**src/common/eu_pkg.sv**
```systemverilog
`default_nettype none

package eu_pkg;

  // cluster sizes
  localparam int NB_CORES       = 4;
  localparam int NB_SW_EVT      = 8;
  localparam int NB_BARR        = 2;
  localparam int NB_EXT_EVT     = 2;
  localparam int SOC_FIFO_DEPTH = 4;
  localparam int EVNT_WIDTH     = 8;

  // event word and event index widths
  localparam int EVT_WORD_W = 32;
  localparam int EVT_ID_W   = 5;

  // config index addresses either a core or a barrier, NB_CORES is the larger range
  localparam int CFG_IDX_W = $clog2(NB_CORES);

  // soc fifo pointer and fill counter widths
  localparam int SOC_FIFO_PTR_W = $clog2(SOC_FIFO_DEPTH);
  localparam int SOC_FIFO_CNT_W = $clog2(SOC_FIFO_DEPTH + 1);

  // config select values
  localparam logic CFG_SEL_MASK = 1'b0;
  localparam logic CFG_SEL_BARR = 1'b1;

  // bit positions in the event word
  localparam int SW_EVT_LSB     = 0;
  localparam int BARR_EVT_LSB   = 8;
  localparam int PERIPH_EVT_BIT = 10;
  localparam int EXT_EVT_LSB    = 11;
  localparam int EVT_RSVD_LSB   = EXT_EVT_LSB + NB_EXT_EVT;

  // one bit per core
  typedef logic [NB_CORES-1:0] core_mask_t;

  // field layout, msb first
  typedef struct packed {
    logic [EVT_WORD_W-EVT_RSVD_LSB-1:0]     reserved;
    logic [EVT_RSVD_LSB-EXT_EVT_LSB-1:0]    ext;
    logic [EXT_EVT_LSB-PERIPH_EVT_BIT-1:0]  periph;
    logic [PERIPH_EVT_BIT-BARR_EVT_LSB-1:0] barr;
    logic [BARR_EVT_LSB-SW_EVT_LSB-1:0]     sw;
  } eu_evt_fields_t;

  // same word seen flat (buffer, mask, config data) or by source field
  typedef union packed {
    logic [EVT_WORD_W-1:0] flat;
    eu_evt_fields_t        fields;
  } eu_evt_word_u;

endpackage

`default_nettype wire

```
**src/rtl/soc_evt_fifo.sv**
```systemverilog
`timescale 1ns/1ps
`default_nettype none

module soc_evt_fifo (
  input  logic                          clk_i,
  input  logic                          rst_i,
  input  logic                          valid_i,
  input  logic [eu_pkg::EVNT_WIDTH-1:0] data_i,
  output logic                          ready_o,
  input  logic                          pop_i,
  output logic [eu_pkg::EVNT_WIDTH-1:0] data_o,
  output logic                          not_empty_o
);

  logic [eu_pkg::EVNT_WIDTH-1:0]     mem_q [eu_pkg::SOC_FIFO_DEPTH];
  logic [eu_pkg::SOC_FIFO_PTR_W-1:0] wr_ptr_q;
  logic [eu_pkg::SOC_FIFO_PTR_W-1:0] rd_ptr_q;
  logic [eu_pkg::SOC_FIFO_CNT_W-1:0] count_q;
  logic                              push;
  logic                              pop;

  assign ready_o     = int'(count_q) != eu_pkg::SOC_FIFO_DEPTH;
  assign not_empty_o = count_q != '0;

  // pop on an empty fifo has no effect
  assign push = valid_i & ready_o;
  assign pop  = pop_i & not_empty_o;

  assign data_o = mem_q[rd_ptr_q];

  always_ff @(posedge clk_i) begin
    if (push) begin
      mem_q[wr_ptr_q] <= data_i;
    end
  end

  always_ff @(posedge clk_i) begin
    if (rst_i) begin
      wr_ptr_q <= '0;
      rd_ptr_q <= '0;
      count_q  <= '0;
    end else begin
      if (push) begin
        wr_ptr_q <= (int'(wr_ptr_q) == eu_pkg::SOC_FIFO_DEPTH - 1) ? '0 : wr_ptr_q + 1'b1;
      end
      if (pop) begin
        rd_ptr_q <= (int'(rd_ptr_q) == eu_pkg::SOC_FIFO_DEPTH - 1) ? '0 : rd_ptr_q + 1'b1;
      end
      // simultaneous push and pop keeps the fill level
      case ({push, pop})
        2'b10:   count_q <= count_q + 1'b1;
        2'b01:   count_q <= count_q - 1'b1;
        default: count_q <= count_q;
      endcase
    end
  end

endmodule

`default_nettype wire

```
**src/rtl/sw_evt_router.sv**
```systemverilog
`timescale 1ns/1ps
`default_nettype none

module sw_evt_router (
  // trigger vector and target mask, indexed by source core
  input  logic [eu_pkg::NB_CORES-1:0][eu_pkg::NB_SW_EVT-1:0] trig_i,
  input  eu_pkg::core_mask_t [eu_pkg::NB_CORES-1:0]          target_i,
  // event lines, indexed by destination core
  output logic [eu_pkg::NB_CORES-1:0][eu_pkg::NB_SW_EVT-1:0] sw_lines_o
);

  // per event: which sources fire it, per destination: which sources target it
  logic [eu_pkg::NB_SW_EVT-1:0][eu_pkg::NB_CORES-1:0] trig_t;
  logic [eu_pkg::NB_CORES-1:0][eu_pkg::NB_CORES-1:0]  target_t;

  always_comb begin
    for (int src = 0; src < eu_pkg::NB_CORES; src++) begin
      for (int e = 0; e < eu_pkg::NB_SW_EVT; e++) begin
        trig_t[e][src] = trig_i[src][e];
      end
      for (int dst = 0; dst < eu_pkg::NB_CORES; dst++) begin
        target_t[dst][src] = target_i[src][dst];
      end
    end
  end

  // event e reaches core dst if any source fires e with dst in its target mask
  always_comb begin
    for (int dst = 0; dst < eu_pkg::NB_CORES; dst++) begin
      for (int e = 0; e < eu_pkg::NB_SW_EVT; e++) begin
        sw_lines_o[dst][e] = |(trig_t[e] & target_t[dst]);
      end
    end
  end

endmodule

`default_nettype wire

```
**src/rtl/hw_barrier_unit.sv**
```systemverilog
`timescale 1ns/1ps
`default_nettype none

module hw_barrier_unit #(
  parameter int BARR_ID = 0
) (
  input  logic                          clk_i,
  input  logic                          rst_i,
  input  logic                          cfg_we_i,
  input  logic                          cfg_sel_i,
  input  logic [eu_pkg::CFG_IDX_W-1:0]  cfg_idx_i,
  input  logic [eu_pkg::EVT_WORD_W-1:0] cfg_wdata_i,
  input  eu_pkg::core_mask_t            arrive_i,
  output eu_pkg::core_mask_t            part_o,
  output logic                          evt_o
);

  eu_pkg::core_mask_t part_q;
  eu_pkg::core_mask_t status_q;
  eu_pkg::core_mask_t status_next;
  logic               part_we;
  logic               complete;
  logic               evt_q;

  assign part_we = cfg_we_i && (cfg_sel_i == eu_pkg::CFG_SEL_BARR) &&
                   (int'(cfg_idx_i) == BARR_ID);

  // arrivals from cores outside the participant mask are dropped
  assign status_next = (status_q | arrive_i) & part_q;

  // an empty participant mask never completes
  assign complete = (part_q != '0) && (status_next == part_q);

  always_ff @(posedge clk_i) begin
    if (rst_i) begin
      part_q   <= '0;
      status_q <= '0;
      evt_q    <= 1'b0;
    end else begin
      evt_q <= complete;
      if (part_we) begin
        // new participant set, restart the barrier
        part_q   <= cfg_wdata_i[eu_pkg::NB_CORES-1:0];
        status_q <= '0;
      end else if (complete) begin
        status_q <= '0;
      end else begin
        status_q <= status_next;
      end
    end
  end

  assign part_o = part_q;
  assign evt_o  = evt_q;

endmodule

`default_nettype wire

```
**src/eu_core/eu_core.sv**
```systemverilog
`timescale 1ns/1ps
`default_nettype none

module eu_core #(
  parameter int CORE_ID = 0
) (
  input  logic                                 clk_i,
  input  logic                                 rst_i,

  // configuration strobe, shared by all cores
  input  logic                                 cfg_we_i,
  input  logic                                 cfg_sel_i,
  input  logic [eu_pkg::CFG_IDX_W-1:0]         cfg_idx_i,
  input  logic [eu_pkg::EVT_WORD_W-1:0]        cfg_wdata_i,

  // event sources
  input  logic [eu_pkg::NB_SW_EVT-1:0]         sw_lines_i,
  input  logic [eu_pkg::NB_BARR-1:0]           barr_evt_i,
  input  eu_pkg::core_mask_t [eu_pkg::NB_BARR-1:0] barr_part_i,
  input  logic                                 periph_evt_i,
  input  logic [eu_pkg::NB_EXT_EVT-1:0]        ext_evt_i,

  // core side
  input  logic                                 wait_i,
  input  logic                                 clr_i,
  output logic                                 clk_en_o,
  output logic                                 evt_valid_o,
  output logic [eu_pkg::EVT_ID_W-1:0]          evt_id_o
);

  eu_pkg::eu_evt_word_u          evt_in;
  eu_pkg::eu_evt_word_u          evt_buf_q;
  eu_pkg::eu_evt_word_u          evt_mask_q;
  logic [eu_pkg::EVT_WORD_W-1:0] evt_masked;
  logic [eu_pkg::EVT_WORD_W-1:0] clr_word;
  logic [eu_pkg::NB_BARR-1:0]    barr_mine;
  logic                          mask_we;

  // a barrier event counts only for its participants
  always_comb begin
    for (int b = 0; b < eu_pkg::NB_BARR; b++) begin
      barr_mine[b] = barr_evt_i[b] & barr_part_i[b][CORE_ID];
    end
  end

  // assemble this cycle's events by source
  always_comb begin
    evt_in               = '0;
    evt_in.fields.sw     = sw_lines_i;
    evt_in.fields.barr   = barr_mine;
    evt_in.fields.periph = periph_evt_i;
    evt_in.fields.ext    = ext_evt_i;
  end

  assign mask_we = cfg_we_i && (cfg_sel_i == eu_pkg::CFG_SEL_MASK) &&
                   (int'(cfg_idx_i) == CORE_ID);

  assign evt_masked  = evt_buf_q.flat & evt_mask_q.flat;
  assign evt_valid_o = evt_masked != '0;

  // lowest set index wins, scan downwards so the last hit is the lowest
  always_comb begin
    evt_id_o = '0;
    for (int k = eu_pkg::EVT_WORD_W - 1; k >= 0; k--) begin
      if (evt_masked[k]) begin
        evt_id_o = k[eu_pkg::EVT_ID_W-1:0];
      end
    end
  end

  // clear hits only the bit currently reported
  always_comb begin
    clr_word = '0;
    if (clr_i && evt_valid_o) begin
      clr_word[evt_id_o] = 1'b1;
    end
  end

  always_ff @(posedge clk_i) begin
    if (rst_i) begin
      evt_buf_q  <= '0;
      evt_mask_q <= '0;
    end else begin
      // new event is ORed in after the clear, so it survives a same-edge clear
      evt_buf_q.flat <= (evt_buf_q.flat & ~clr_word) | evt_in.flat;
      if (mask_we) begin
        evt_mask_q.flat <= cfg_wdata_i;
      end
    end
  end

  // clock stays gated only while waiting with nothing pending
  assign clk_en_o = ~(wait_i & ~evt_valid_o);

endmodule

`default_nettype wire

```
**src/rtl/event_unit_top.sv**
```systemverilog
`timescale 1ns/1ps
`default_nettype none

module event_unit_top (
  input  logic                                                clk_i,
  input  logic                                                rst_i,

  // software events, one trigger vector and one target mask per core
  input  logic [eu_pkg::NB_CORES-1:0][eu_pkg::NB_SW_EVT-1:0]  sw_trig_i,
  input  eu_pkg::core_mask_t [eu_pkg::NB_CORES-1:0]           sw_target_i,

  // barrier arrivals, one core mask per barrier
  input  eu_pkg::core_mask_t [eu_pkg::NB_BARR-1:0]            barr_arrive_i,

  input  logic [eu_pkg::NB_EXT_EVT-1:0]                       ext_evt_i,

  // soc peripheral event fifo
  input  logic                                                soc_evt_valid_i,
  input  logic [eu_pkg::EVNT_WIDTH-1:0]                       soc_evt_data_i,
  output logic                                                soc_evt_ready_o,
  input  logic                                                soc_evt_pop_i,
  output logic [eu_pkg::EVNT_WIDTH-1:0]                       soc_evt_data_o,

  // configuration strobe
  input  logic                                                cfg_we_i,
  input  logic                                                cfg_sel_i,
  input  logic [eu_pkg::CFG_IDX_W-1:0]                        cfg_idx_i,
  input  logic [eu_pkg::EVT_WORD_W-1:0]                       cfg_wdata_i,

  // per core
  input  logic [eu_pkg::NB_CORES-1:0]                         wait_i,
  input  logic [eu_pkg::NB_CORES-1:0]                         clr_i,
  output logic [eu_pkg::NB_CORES-1:0]                         core_clk_en_o,
  output logic [eu_pkg::NB_CORES-1:0]                         core_evt_valid_o,
  output logic [eu_pkg::NB_CORES-1:0][eu_pkg::EVT_ID_W-1:0]   core_evt_id_o
);

  logic [eu_pkg::NB_CORES-1:0][eu_pkg::NB_SW_EVT-1:0] sw_lines;
  logic [eu_pkg::NB_BARR-1:0]                         barr_evt;
  eu_pkg::core_mask_t [eu_pkg::NB_BARR-1:0]           barr_part;
  logic                                               periph_evt;

  soc_evt_fifo soc_evt_fifo_i (
    .clk_i       ( clk_i           ),
    .rst_i       ( rst_i           ),
    .valid_i     ( soc_evt_valid_i ),
    .data_i      ( soc_evt_data_i  ),
    .ready_o     ( soc_evt_ready_o ),
    .pop_i       ( soc_evt_pop_i   ),
    .data_o      ( soc_evt_data_o  ),
    .not_empty_o ( periph_evt      )
  );

  sw_evt_router sw_evt_router_i (
    .trig_i     ( sw_trig_i   ),
    .target_i   ( sw_target_i ),
    .sw_lines_o ( sw_lines    )
  );

  for (genvar b = 0; b < eu_pkg::NB_BARR; b++) begin : gen_barr
    hw_barrier_unit #(
      .BARR_ID ( b )
    ) hw_barrier_unit_i (
      .clk_i       ( clk_i            ),
      .rst_i       ( rst_i            ),
      .cfg_we_i    ( cfg_we_i         ),
      .cfg_sel_i   ( cfg_sel_i        ),
      .cfg_idx_i   ( cfg_idx_i        ),
      .cfg_wdata_i ( cfg_wdata_i      ),
      .arrive_i    ( barr_arrive_i[b] ),
      .part_o      ( barr_part[b]     ),
      .evt_o       ( barr_evt[b]      )
    );
  end

  for (genvar c = 0; c < eu_pkg::NB_CORES; c++) begin : gen_core
    eu_core #(
      .CORE_ID ( c )
    ) eu_core_i (
      .clk_i        ( clk_i               ),
      .rst_i        ( rst_i               ),
      .cfg_we_i     ( cfg_we_i            ),
      .cfg_sel_i    ( cfg_sel_i           ),
      .cfg_idx_i    ( cfg_idx_i           ),
      .cfg_wdata_i  ( cfg_wdata_i         ),
      .sw_lines_i   ( sw_lines[c]         ),
      .barr_evt_i   ( barr_evt            ),
      .barr_part_i  ( barr_part           ),
      .periph_evt_i ( periph_evt          ),
      .ext_evt_i    ( ext_evt_i           ),
      .wait_i       ( wait_i[c]           ),
      .clr_i        ( clr_i[c]            ),
      .clk_en_o     ( core_clk_en_o[c]    ),
      .evt_valid_o  ( core_evt_valid_o[c] ),
      .evt_id_o     ( core_evt_id_o[c]    )
    );
  end

endmodule

`default_nettype wire

```
**config.mk**
```make
export PLATFORM = sky130hd
export DESIGN_NAME = event_unit_top
export DESIGN_NICKNAME = d
export VERILOG_FILES = /design/src/common/eu_pkg.sv /design/src/rtl/soc_evt_fifo.sv /design/src/rtl/sw_evt_router.sv /design/src/rtl/hw_barrier_unit.sv /design/src/eu_core/eu_core.sv /design/src/rtl/event_unit_top.sv
export SDC_FILE = /design/constraint.sdc
export NUM_CORES = 1
export LEC_CHECK = 0
export ABC_AREA = 1
export BUFFER_PORTS_ARGS = -buffer_cell sky130_fd_sc_hd__clkbuf_2
export CORE_ASPECT_RATIO = 1.75
export CORE_MARGIN = 5
export CORE_UTILIZATION = 55
export CTS_CLUSTER_DIAMETER = 30
export CTS_CLUSTER_SIZE = 24
export DETAILED_ROUTE_END_ITERATION = 12
export PLACE_DENSITY = 0.85
export SLEW_MARGIN = 10
export SYNTH_ARGS = -nofsm -noshare
export SYNTH_HDL_FRONTEND = slang
export SYNTH_HIERARCHICAL = 1
export SYNTH_SLANG_ARGS = --single-unit
```
**constraint.sdc**
```tcl
create_clock -name clk_i -period 4.5 [get_ports clk_i]
set_clock_uncertainty 0.1 [all_clocks]
set_input_delay 0.45 -clock clk_i [delete_from_list [all_inputs] [get_ports clk_i]]
set_output_delay 0.45 -clock clk_i [all_outputs]
set_load 0.05 [all_outputs]
```
=== Word level (Yosys, flattened, before mapping) ===
Memories as Yosys holds them, arrays and structs flattened. A register that Yosys moved wholly into a read port is not among the register bits.
Index checks and enable logic that the tools add are counted.

* Bits in registers: 281
* RAM bits: 32
* Input bits: 114
* Output and inout port bits: 37
* Logic and storage cells: 323
* Memories: 1

{| class="wikitable"
|+ Memories
! memory !! depth !! width !! rd ports !! clocked after Yosys merged registers in !! write ports !! RTL line !! text
|-
| soc_evt_fifo_i.mem_q || 4 || 8 || 1 || 1 || 1 || soc_evt_fifo.sv:15 || <nowiki>logic [eu_pkg::EVNT_WIDTH-1:0] mem_q [eu_pkg::SOC_FIFO_DEPTH];</nowiki>
|}

* $add $sub $neg: 4
* Order comparisons: 8
* Eq/ne operators: 10
* Muxes and demuxes: 147
* Bitwise logic cells: 75
* Reduce and logical (&&, ||, !) cells: 61

{| class="wikitable"
|+ Operators by type and width
! kind !! count
|-
| two-way mux 5 bit || 128
|-
| bitwise AND 32 bit || 8
|-
| bitwise AND 4 bit || 34
|-
| two-way mux 32 bit || 4
|-
| inverter 32 bit || 4
|-
| OR 32 x 13 -> 32 bit || 4
|-
| nonzero test 32 bit || 4
|-
| OR reduction 4 bit || 32
|-
| < comparator 5 x 6 -> 1 bit (second input constant) || 4
|-
| demux 1 bit (select 5 bit) || 4
|-
| >= comparator 5 x 1 -> 1 bit (second input constant) || 4
|-
| logical AND 1 bit || 18
|-
| bitwise AND 1 bit || 14
|-
| inverter 1 bit || 9
|-
| == test 2 x 1 -> 1 bit (second input constant) || 4
|-
| == test 4 bit || 2
|-
| two-way mux 2 bit || 4
|-
| OR 4 bit || 2
|-
| nonzero test 4 bit || 2
|-
| == test 2 bit (second input constant) || 3
|-
| two-way mux 1 bit || 6
|-
| case mux 3 bit (2 select lines) || 1
|-
| OR reduction 3 bit || 2
|-
| adder 2 x 1 -> 2 bit (second input constant) || 2
|-
| other kinds (6) || 6
|}

=== Depth between registers and ports, before layout ===
Gate-level depths: netlist of the first run.

* Depth after elaboration: 41
* Gate-level depth with buffers: 38

=== Modules after synthesis ===
The synthesis of the first run kept the hierarchy.

{| class="wikitable"
|+ Modules (own cells, without submodules)
! module !! times used !! cells each !! area an instance (µm²) !! sequential area each (µm²)
|-
| eu_core at gen_core[0].eu_core_i ... || 3 || 424 || 2,807.7 || 1,281.2
|-
| eu_core at gen_core[3].eu_core_i || 1 || 425 || 2,811.4 || 1,281.2
|-
| soc_evt_fifo || 1 || 146 || 1,696.6 || 1,141.1
|-
| sw_evt_router || 1 || 304 || 1,201.2 || 0.0
|-
| hw_barrier_unit at gen_barr[0].hw_barrier_unit_i || 1 || 49 || 375.4 || 180.2
|-
| hw_barrier_unit at gen_barr[1].hw_barrier_unit_i || 1 || 50 || 370.4 || 180.2
|}

=== Worst setup path before layout of the first run ===
No wires, ideal clock.

* Path type: register to output
* From: reg gen_core[0].eu_core_i/evt_buf_q[31] (netlist bit)
* To: out core_evt_id_o[0] (netlist bit)
* Arrival: 2,242 ps
* Required time: 3,950 ps
* Path slack: 1,708 ps
* Cell stages (with the launch flop): 36
* Path buffers: 1
* Cells stage by stage: dfxtp_1 > nand2_1 > inv_1 > nand2_1 > nand2_1 > nand2_1 > nand2_1 > nand2_1 > nand2_1 > nand2_1 > nand2_1 > nand2_1 > nand2_1 > nand2_1 > nand2_1 > nand2_1 > nand2_1 > nand2_1 > nand2_1 > nand2_1 > nand2_1 > nand2_1 > nand2_1 > nand2_1 > nand2_1 > nand2_1 > nand2_1 > nand2_1 > nand2_1 > nand2_1 > nand2_1 > nand2_2 > nand2_4 > nand2_4 > buf_6 > inv_1

{| class="wikitable"
|+ RTL lines
! what !! RTL line !! text
|-
| start, declared || eu_core.sv:32 || <nowiki>eu_pkg::eu_evt_word_u evt_buf_q;</nowiki>
|-
| end, declared || event_unit_top.sv:35 || <nowiki>output logic [eu_pkg::NB_CORES-1:0][eu_pkg::EVT_ID_W-1:0] core_evt_id_o</nowiki>
|}

==> flow_summary.json, run 1 <==
{
  "path_max_fanout": 11,
  "placed_area_um2": 15700,
  "vdd_drop_max_uv": 288,
  "postRouteWirelength_um": 44400,
  "clk-insertion-delay-late_ns": 0.54,
  "period_share": 0.803,
  "antenna_found_initial": 4,
  "viasPerCell": 5.37,
  "placementRows": 79,
  "final_area_um2": 17000,
  "place_ws_ns": 1.50,
  "synth_nets": 2367,
  "start_util": 0.557,
  "start_kind": "flop",
  "endpoint_kind": "primary output",
  "place_congestion": 1.06,
  "diodes": 0,
  "clk_path_buf_depth": 3,
  "path_clk_slew_ns": 0.09,
  "cts_buffers": 36,
  "syn_area_um2": 14900,
  "finalCriticalPeriod_ns": 3.61,
  "ys_seq_area_frac": 0.445,
  "ios": 151,
  "die_x_um": 134,
  "fin_ws_ns": 0.887,
  "ant_nets": 0,
  "grt_max_degree": 41,
  "drt_drc_violations_left": 0,
  "grt_pass1_vias": 14200,
  "grt_pass1_wl_um": 70000,
  "firstDrtPassIters": 5,
  "fin_nets": 2495,
  "clock_tree.root_cell": "clkbuf_16",
  "min_path_type": "in2reg",
  "crit_path_max_incr_delay_ns": 0.35,
  "drv_slew": 0,
  "crit_slowest_cell": "dfxtp_1",
  "r2r_slack_ns": 1.48,
  "setup_violations": 0,
  "fmax_ghz": 0.277,
  "yosysWarningCount": 6,
  "drt_iter0_drc": 1283,
  "cts_sinks": 315,
  "ctsResizeCount": 0,
  "die_height_um": 228,
  "io_buffers": 150,
  "postSynthAreaPerCell_um2": 6.62,
  "layout_commonest_cell": "nand2_1",
  "cts_tree": "built",
  "core-area_um2": 26700,
  "synth_area_leaders": "dfxtp_1, nand2_1, nor2_1",
  "status": "finished, final reports clean",
  "hold_buffers": 0,
  "layout_common_cells": "nand2_1, nor2_1, dfxtp_1, inv_1, clkbuf_2",
  "htreeDepth": 2,
  "postCtsSetupBuffers": 0,
  "die_area_um2": 30600,
  "grtUsageTotal": 0.287,
  "maxCapViolations": 0,
  "synth_cells": 2246,
  "finalPower_mw": 7.22,
  "worstPathArrival_ns": 3.06,
  "finalHoldViolCount": 0,
  "cp_common_cell": "nand2_1",
  "cp.required_ns": 3.95,
  "via_count": 14600,
  "tightest_slew_ns": 1.09,
  "relSlewSlack": 0.271,
  "p_per_area_nw_per_um2": 425,
  "synth_top_area_share": 0.381,
  "grt_overflow": 0,
  "layout-drive-gt1-share": 0.114,
  "area_delta_synth_final_pct": 14.2,
  "dp_hpwl_um": 33600,
  "fin_setup_tns_ns": 0,
  "power_leakage_nw": 9.18,
  "wl_per_cell_um": 16.3,
  "setup.worst_path.class": "reg2out",
  "grt_setup_unrepaired": "false",
  "final_util": 0.637,
  "ys_seq_elements": 315,
  "synth_area_leader_cell": "dfxtp_1",
  "synth.distinct_cells": 35
}
[per-layer routing]
metal | GRT usage | routed length [µm] | up-vias
met4 | 0.204 | 3690 | 8
li1 | - | - | 7266
met5 | 0 | 49 | -
met1 | 0.287 | 15500 | 6618
met2 | 0.529 | 22400 | 557
met3 | 0.0513 | 2710 | 179
[logic make-up after synthesis]
kind of cell             synth area share
adder cells (fa/ha/maj)           0.00639
flip-flops                          0.445
buffers and inverters              0.0821
AO/OA/AOI/OAI                      0.0933
AND/OR/NAND/NOR                     0.373
[layout make-up]
cell class / instances / area [µm²]
tap: 324 / 405
sequential: 315 / 6630
multi-input combinational: 1634 / 7040
fill: 2428 / 9690
clock buffer: 40 / 958
timing repair buffer: 160 / 826
clock inverter: 25 / 292
inverter: 227 / 853
[power by group]
group	total, mW	internal [mW]	switching [mW]	leakage, nW
clock	3.00	1.68	1.32	0.607
combinational	1.15	0.293	0.854	5.97
sequential	3.07	2.98	0.0947	2.60
[sequential cells by signal, indices dropped and copies added (netlist names), named ones only]
| register | flops |
|---|---|
| soc_evt_fifo_i/mem_q | 32 |
| soc_evt_fifo_i/rd_ptr_q | 2 |
| gen_barr.hw_barrier_unit_i/status_q | 8 |
| soc_evt_fifo_i/count_q | 3 |
| gen_barr.hw_barrier_unit_i/part_o | 8 |
| gen_core.eu_core_i/evt_buf_q | 128 |
| soc_evt_fifo_i/wr_ptr_q | 2 |
| gen_core.eu_core_i/evt_mask_q | 128 |
| gen_barr.hw_barrier_unit_i/evt_o | 2 |
[critical path: cells and delay by family, from the launching register on]
family                 cells  cell delay, ns
AND/OR/NAND/NOR           32            1.73
buffers and inverters      3            0.45
flip-flops                 1            0.35
[metrics by stage]
step	cells	hold slack, ns
floorplan	2246	0.321
global placement	2660	0.329
detailed placement	2660	0.331
CTS	2725	0.0112
global route	2725	0.0200
finish	2725	0.0324
[worst paths after layout]
| path | startpoint | to | depth (start not counted) |
|---|---|---|---|
| worst max register to register | gen_core[2].eu_core_i/evt_buf_q[31]$_SDFF_PP0_ | gen_core[2].eu_core_i/evt_buf_q[13]$_SDFF_PP0_ | 37 |
| worst max-delay path | gen_core[2].eu_core_i/evt_buf_q[31]$_SDFF_PP0_ | core_evt_id_o[10] | 35 |
| worst min-delay path | soc_evt_data_i[3] | soc_evt_fifo_i/mem_q[2][3]$_DFFE_PP_ | 1 |
| worst min register to register | gen_core[0].eu_core_i/evt_buf_q[22]$_SDFF_PP0_ | gen_core[0].eu_core_i/evt_buf_q[22]$_SDFF_PP0_ | 2 |
[Yosys cell counts (all sizes together)]
cell,instances
a21oi,92
a31oi,4
nand3b,2
o21ai,154
nand4,29
nor3,9
inv,226
nor3b,2
dfxtp,283
clkbuf,44
clkinv,1
nand3,94
edfxtp,32
o31ai,4
nand2,779
o22ai,8
fa,1
o21bai,4
buf,26
nor4,1
nor2,442
and3,3
ha,6
No activity file was read; power rests on OpenSTA's default activity.
==> run 2: changes to the inputs <==
--- a/config.mk
+++ b/config.mk
@@ -9,11 +9,11 @@
 export BUFFER_PORTS_ARGS = -buffer_cell sky130_fd_sc_hd__clkbuf_2
 export CORE_ASPECT_RATIO = 1.75
 export CORE_MARGIN = 5
-export CORE_UTILIZATION = 55
+export CORE_UTILIZATION = 54
 export CTS_CLUSTER_DIAMETER = 30
 export CTS_CLUSTER_SIZE = 24
 export DETAILED_ROUTE_END_ITERATION = 12
-export PLACE_DENSITY = 0.85
+export PLACE_DENSITY = 0.87
 export SLEW_MARGIN = 10
 export SYNTH_ARGS = -nofsm -noshare
 export SYNTH_HDL_FRONTEND = slang
==> constraint.sdc (replaced) <==
create_clock -name clk_i -period 3 [get_ports clk_i]
set_clock_uncertainty 0.1 [all_clocks]
set_input_delay 0.3 -clock clk_i [delete_from_list [all_inputs] [get_ports clk_i]]
set_output_delay 0.3 -clock clk_i [all_outputs]
set_load 0.05 [all_outputs]
==> flow_summary.json, run 2 (same netlist as run 1, synthesis figures left out) <==
{
  "clk_path_buf_depth": 3,
  "grt_overflow": 0,
  "htreeDepth": 2,
  "wl_per_cell_um": 17.0,
  "grt_pass1_wl_um": 71600,
  "final_area_um2": 18700,
  "clk-insertion-delay-late_ns": 0.54,
  "finalHoldViolCount": 0,
  "fmax_ghz": 0.306,
  "crit_family": "simple AND/OR/NAND/NOR gates",
  "clockPowerShare": 0.416,
  "die_area_um2": 31100,
  "timing.hold.ws_ns": 0.0294,
  "die_x_um": 135,
  "cts_sinks": 315,
  "endpoint_kind": "primary output",
  "drv_slew": 0,
  "antenna_found_initial": 0,
  "worstPathArrival_ns": 2.87,
  "reg.largest.list": "gen_core.eu_core_i/evt_buf_q (128), gen_core.eu_core_i/evt_mask_q (128), soc_evt_fifo_i/mem_q (32)",
  "finalCriticalPeriod_ns": 3.27,
  "setup_violations": 21,
  "min_path_type": "in2reg",
  "layout-drive-gt1-share": 0.204,
  "grt_pass1_vias": 14700,
  "area_delta_synth_final_pct": 25.8,
  "clock_tree.root_cell": "clkbuf_16",
  "grt_max_degree": 52,
  "finalPower_mw": 11.4,
  "failed_checks": "setup timing",
  "path_clk_slew_ns": 0.08,
  "crit_path_max_incr_delay_ns": 0.34,
  "postRouteWirelength_um": 48100,
  "core-area_um2": 27200,
  "crit_slowest_cell": "dfxtp_2",
  "ant_nets": 0,
  "placed_area_um2": 15900,
  "cts_tree": "built",
  "cts_buffers": 37,
  "placementRows": 80,
  "seq_power_share": 0.404,
  "cp_common_cell": "nand2_1",
  "cp.depth": 35,
  "die_height_um": 230,
  "grt_setup_unrepaired": "true",
  "pwr-share-comb": 0.180,
  "fin_nets": 2560,
  "path_max_fanout": 2,
  "relSlewSlack": 0.218,
  "dp_hpwl_um": 33300,
  "fin_setup_tns_ns": -1.44,
  "worst-path-buf-inv": 3,
  "fin_ws_ns": -0.269,
  "layout_commonest_cell": "nand2_1",
  "tightest_slew_ns": 1.17,
  "maxCapViolations": 0,
  "start_kind": "flop",
  "ios": 151,
  "p_per_area_nw_per_um2": 610,
  "via_count": 15600,
  "io_buffers": 150,
  "period_share": 1.09,
  "swShare": 0.322,
  "viasPerCell": 5.51,
  "min_path_cells": 3,
  "firstDrtPassIters": 8,
  "drt_drc_violations_left": 0,
  "drt_iter0_drc": 1509,
  "layout_common_cells": "nand2_1, nor2_1, dfxtp_1, inv_1, o21ai_0",
  "setup.worst_path.class": "reg2out",
  "switchingPower_mw": 3.68,
  "place_congestion": 1.04,
  "start_util": 0.546,
  "power_leakage_nw": 9.68,
  "status": "finished, violations left",
  "rr_worst_depth": 40,
  "vdd_drop_max_uv": 416,
  "grtUsageTotal": 0.286,
  "cp.required_ns": 2.60,
  "p_int_mw": 7.75
}
[run 2: changes by cell type in the layout (fill, tap and decap cells not counted), sizes merged]
cell,delta
clkinvlp,-1
dlygate4sd3,+18
diode,+1
inv,-4
clkbuf,+2
buf,+47
clkinv,+5
[run 2: power groups by stage]
| stage | sequential, mW | combinational (mW) | clock, mW |
|---|---|---|---|
| after global routing | 4.64 | 2.19 | 4.98 |
| after global placement | 4.68 | 1.66 | 0 |
| after detailed placement | 4.70 | 1.72 | 0 |
| final | 4.62 | 2.05 | 4.75 |
| after floorplan | 4.65 | 1.23 | 0 |
| after CTS | 4.61 | 1.81 | 4.78 |
[run 2: layout make-up]
cell class | count | area [µm²]
fillers | 2109 | 8520
multi-input cells | 1634 | 7730
flip-flops and latches | 315 | 6640
repair buffers | 224 | 1630
clock buffers | 43 | 1010
inverters | 227 | 906
well taps | 369 | 462
clock inverters | 25 | 332
diodes | 1 | 2.50
[run 2: per-layer routing]
layer / global-route usage / vias to the layer above / share of wire
met5: 0 / - / 0
met4: 0.217 / 0 / 0.096
met3: 0.0428 / 277 / 0.064
met2: 0.513 / 750 / 0.50
met1: 0.291 / 7195 / 0.34
li1: - / 7404 / -
[run 2: repair_timing]
| item | 4_1_cts | 5_1_grt |
|---|---|---|
| hold buffers | 18 | 0 |
| gates resized for setup | 49 | 228 |
| setup buffers | 10 | 27 |
| cloned | 0 | 3 |
| endpoints found under the setup margin | 6 | 117 |
| pin swaps | 6 | 43 |
| endpoints found under the hold margin | 43 | 0 |
[run 2: worst register-to-register path, delay by kind of cell, from the launching register on]
kind | cells | cell delay [ns]
and+or+nand+nor | 35 | 2.04
buffers and inverters | 5 | 0.48
DFF | 1 | 0.34
[run 2: path summary, 6_finish.rpt]
kind                                                     start                                                end  slack, ns
max          gen_core[0].eu_core_i/evt_mask_q[31]$_SDFFE_PP0P_                                   core_evt_id_o[0]      -0.27
min                                            cfg_wdata_i[22]  gen_core[0].eu_core_i/evt_mask_q[22]$_SDFFE_PP0P_       0.03
max reg2reg  gen_core[0].eu_core_i/evt_mask_q[31]$_SDFFE_PP0P_     gen_core[0].eu_core_i/evt_buf_q[17]$_SDFF_PP0_      -0.09
min reg2reg     gen_core[3].eu_core_i/evt_buf_q[27]$_SDFF_PP0_     gen_core[3].eu_core_i/evt_buf_q[27]$_SDFF_PP0_       0.34
[run 2: through the flow]
step | util | worst slack [ns] | std cells
floorplan | - | 0.294 | 2246
global route | 0.687 | -0.708 | 2837
finish | 0.687 | -0.269 | 2838
global placement | 0.583 | 0.150 | 2711
detailed placement | 0.583 | 0.143 | 2711
CTS | 0.648 | -0.176 | 2807
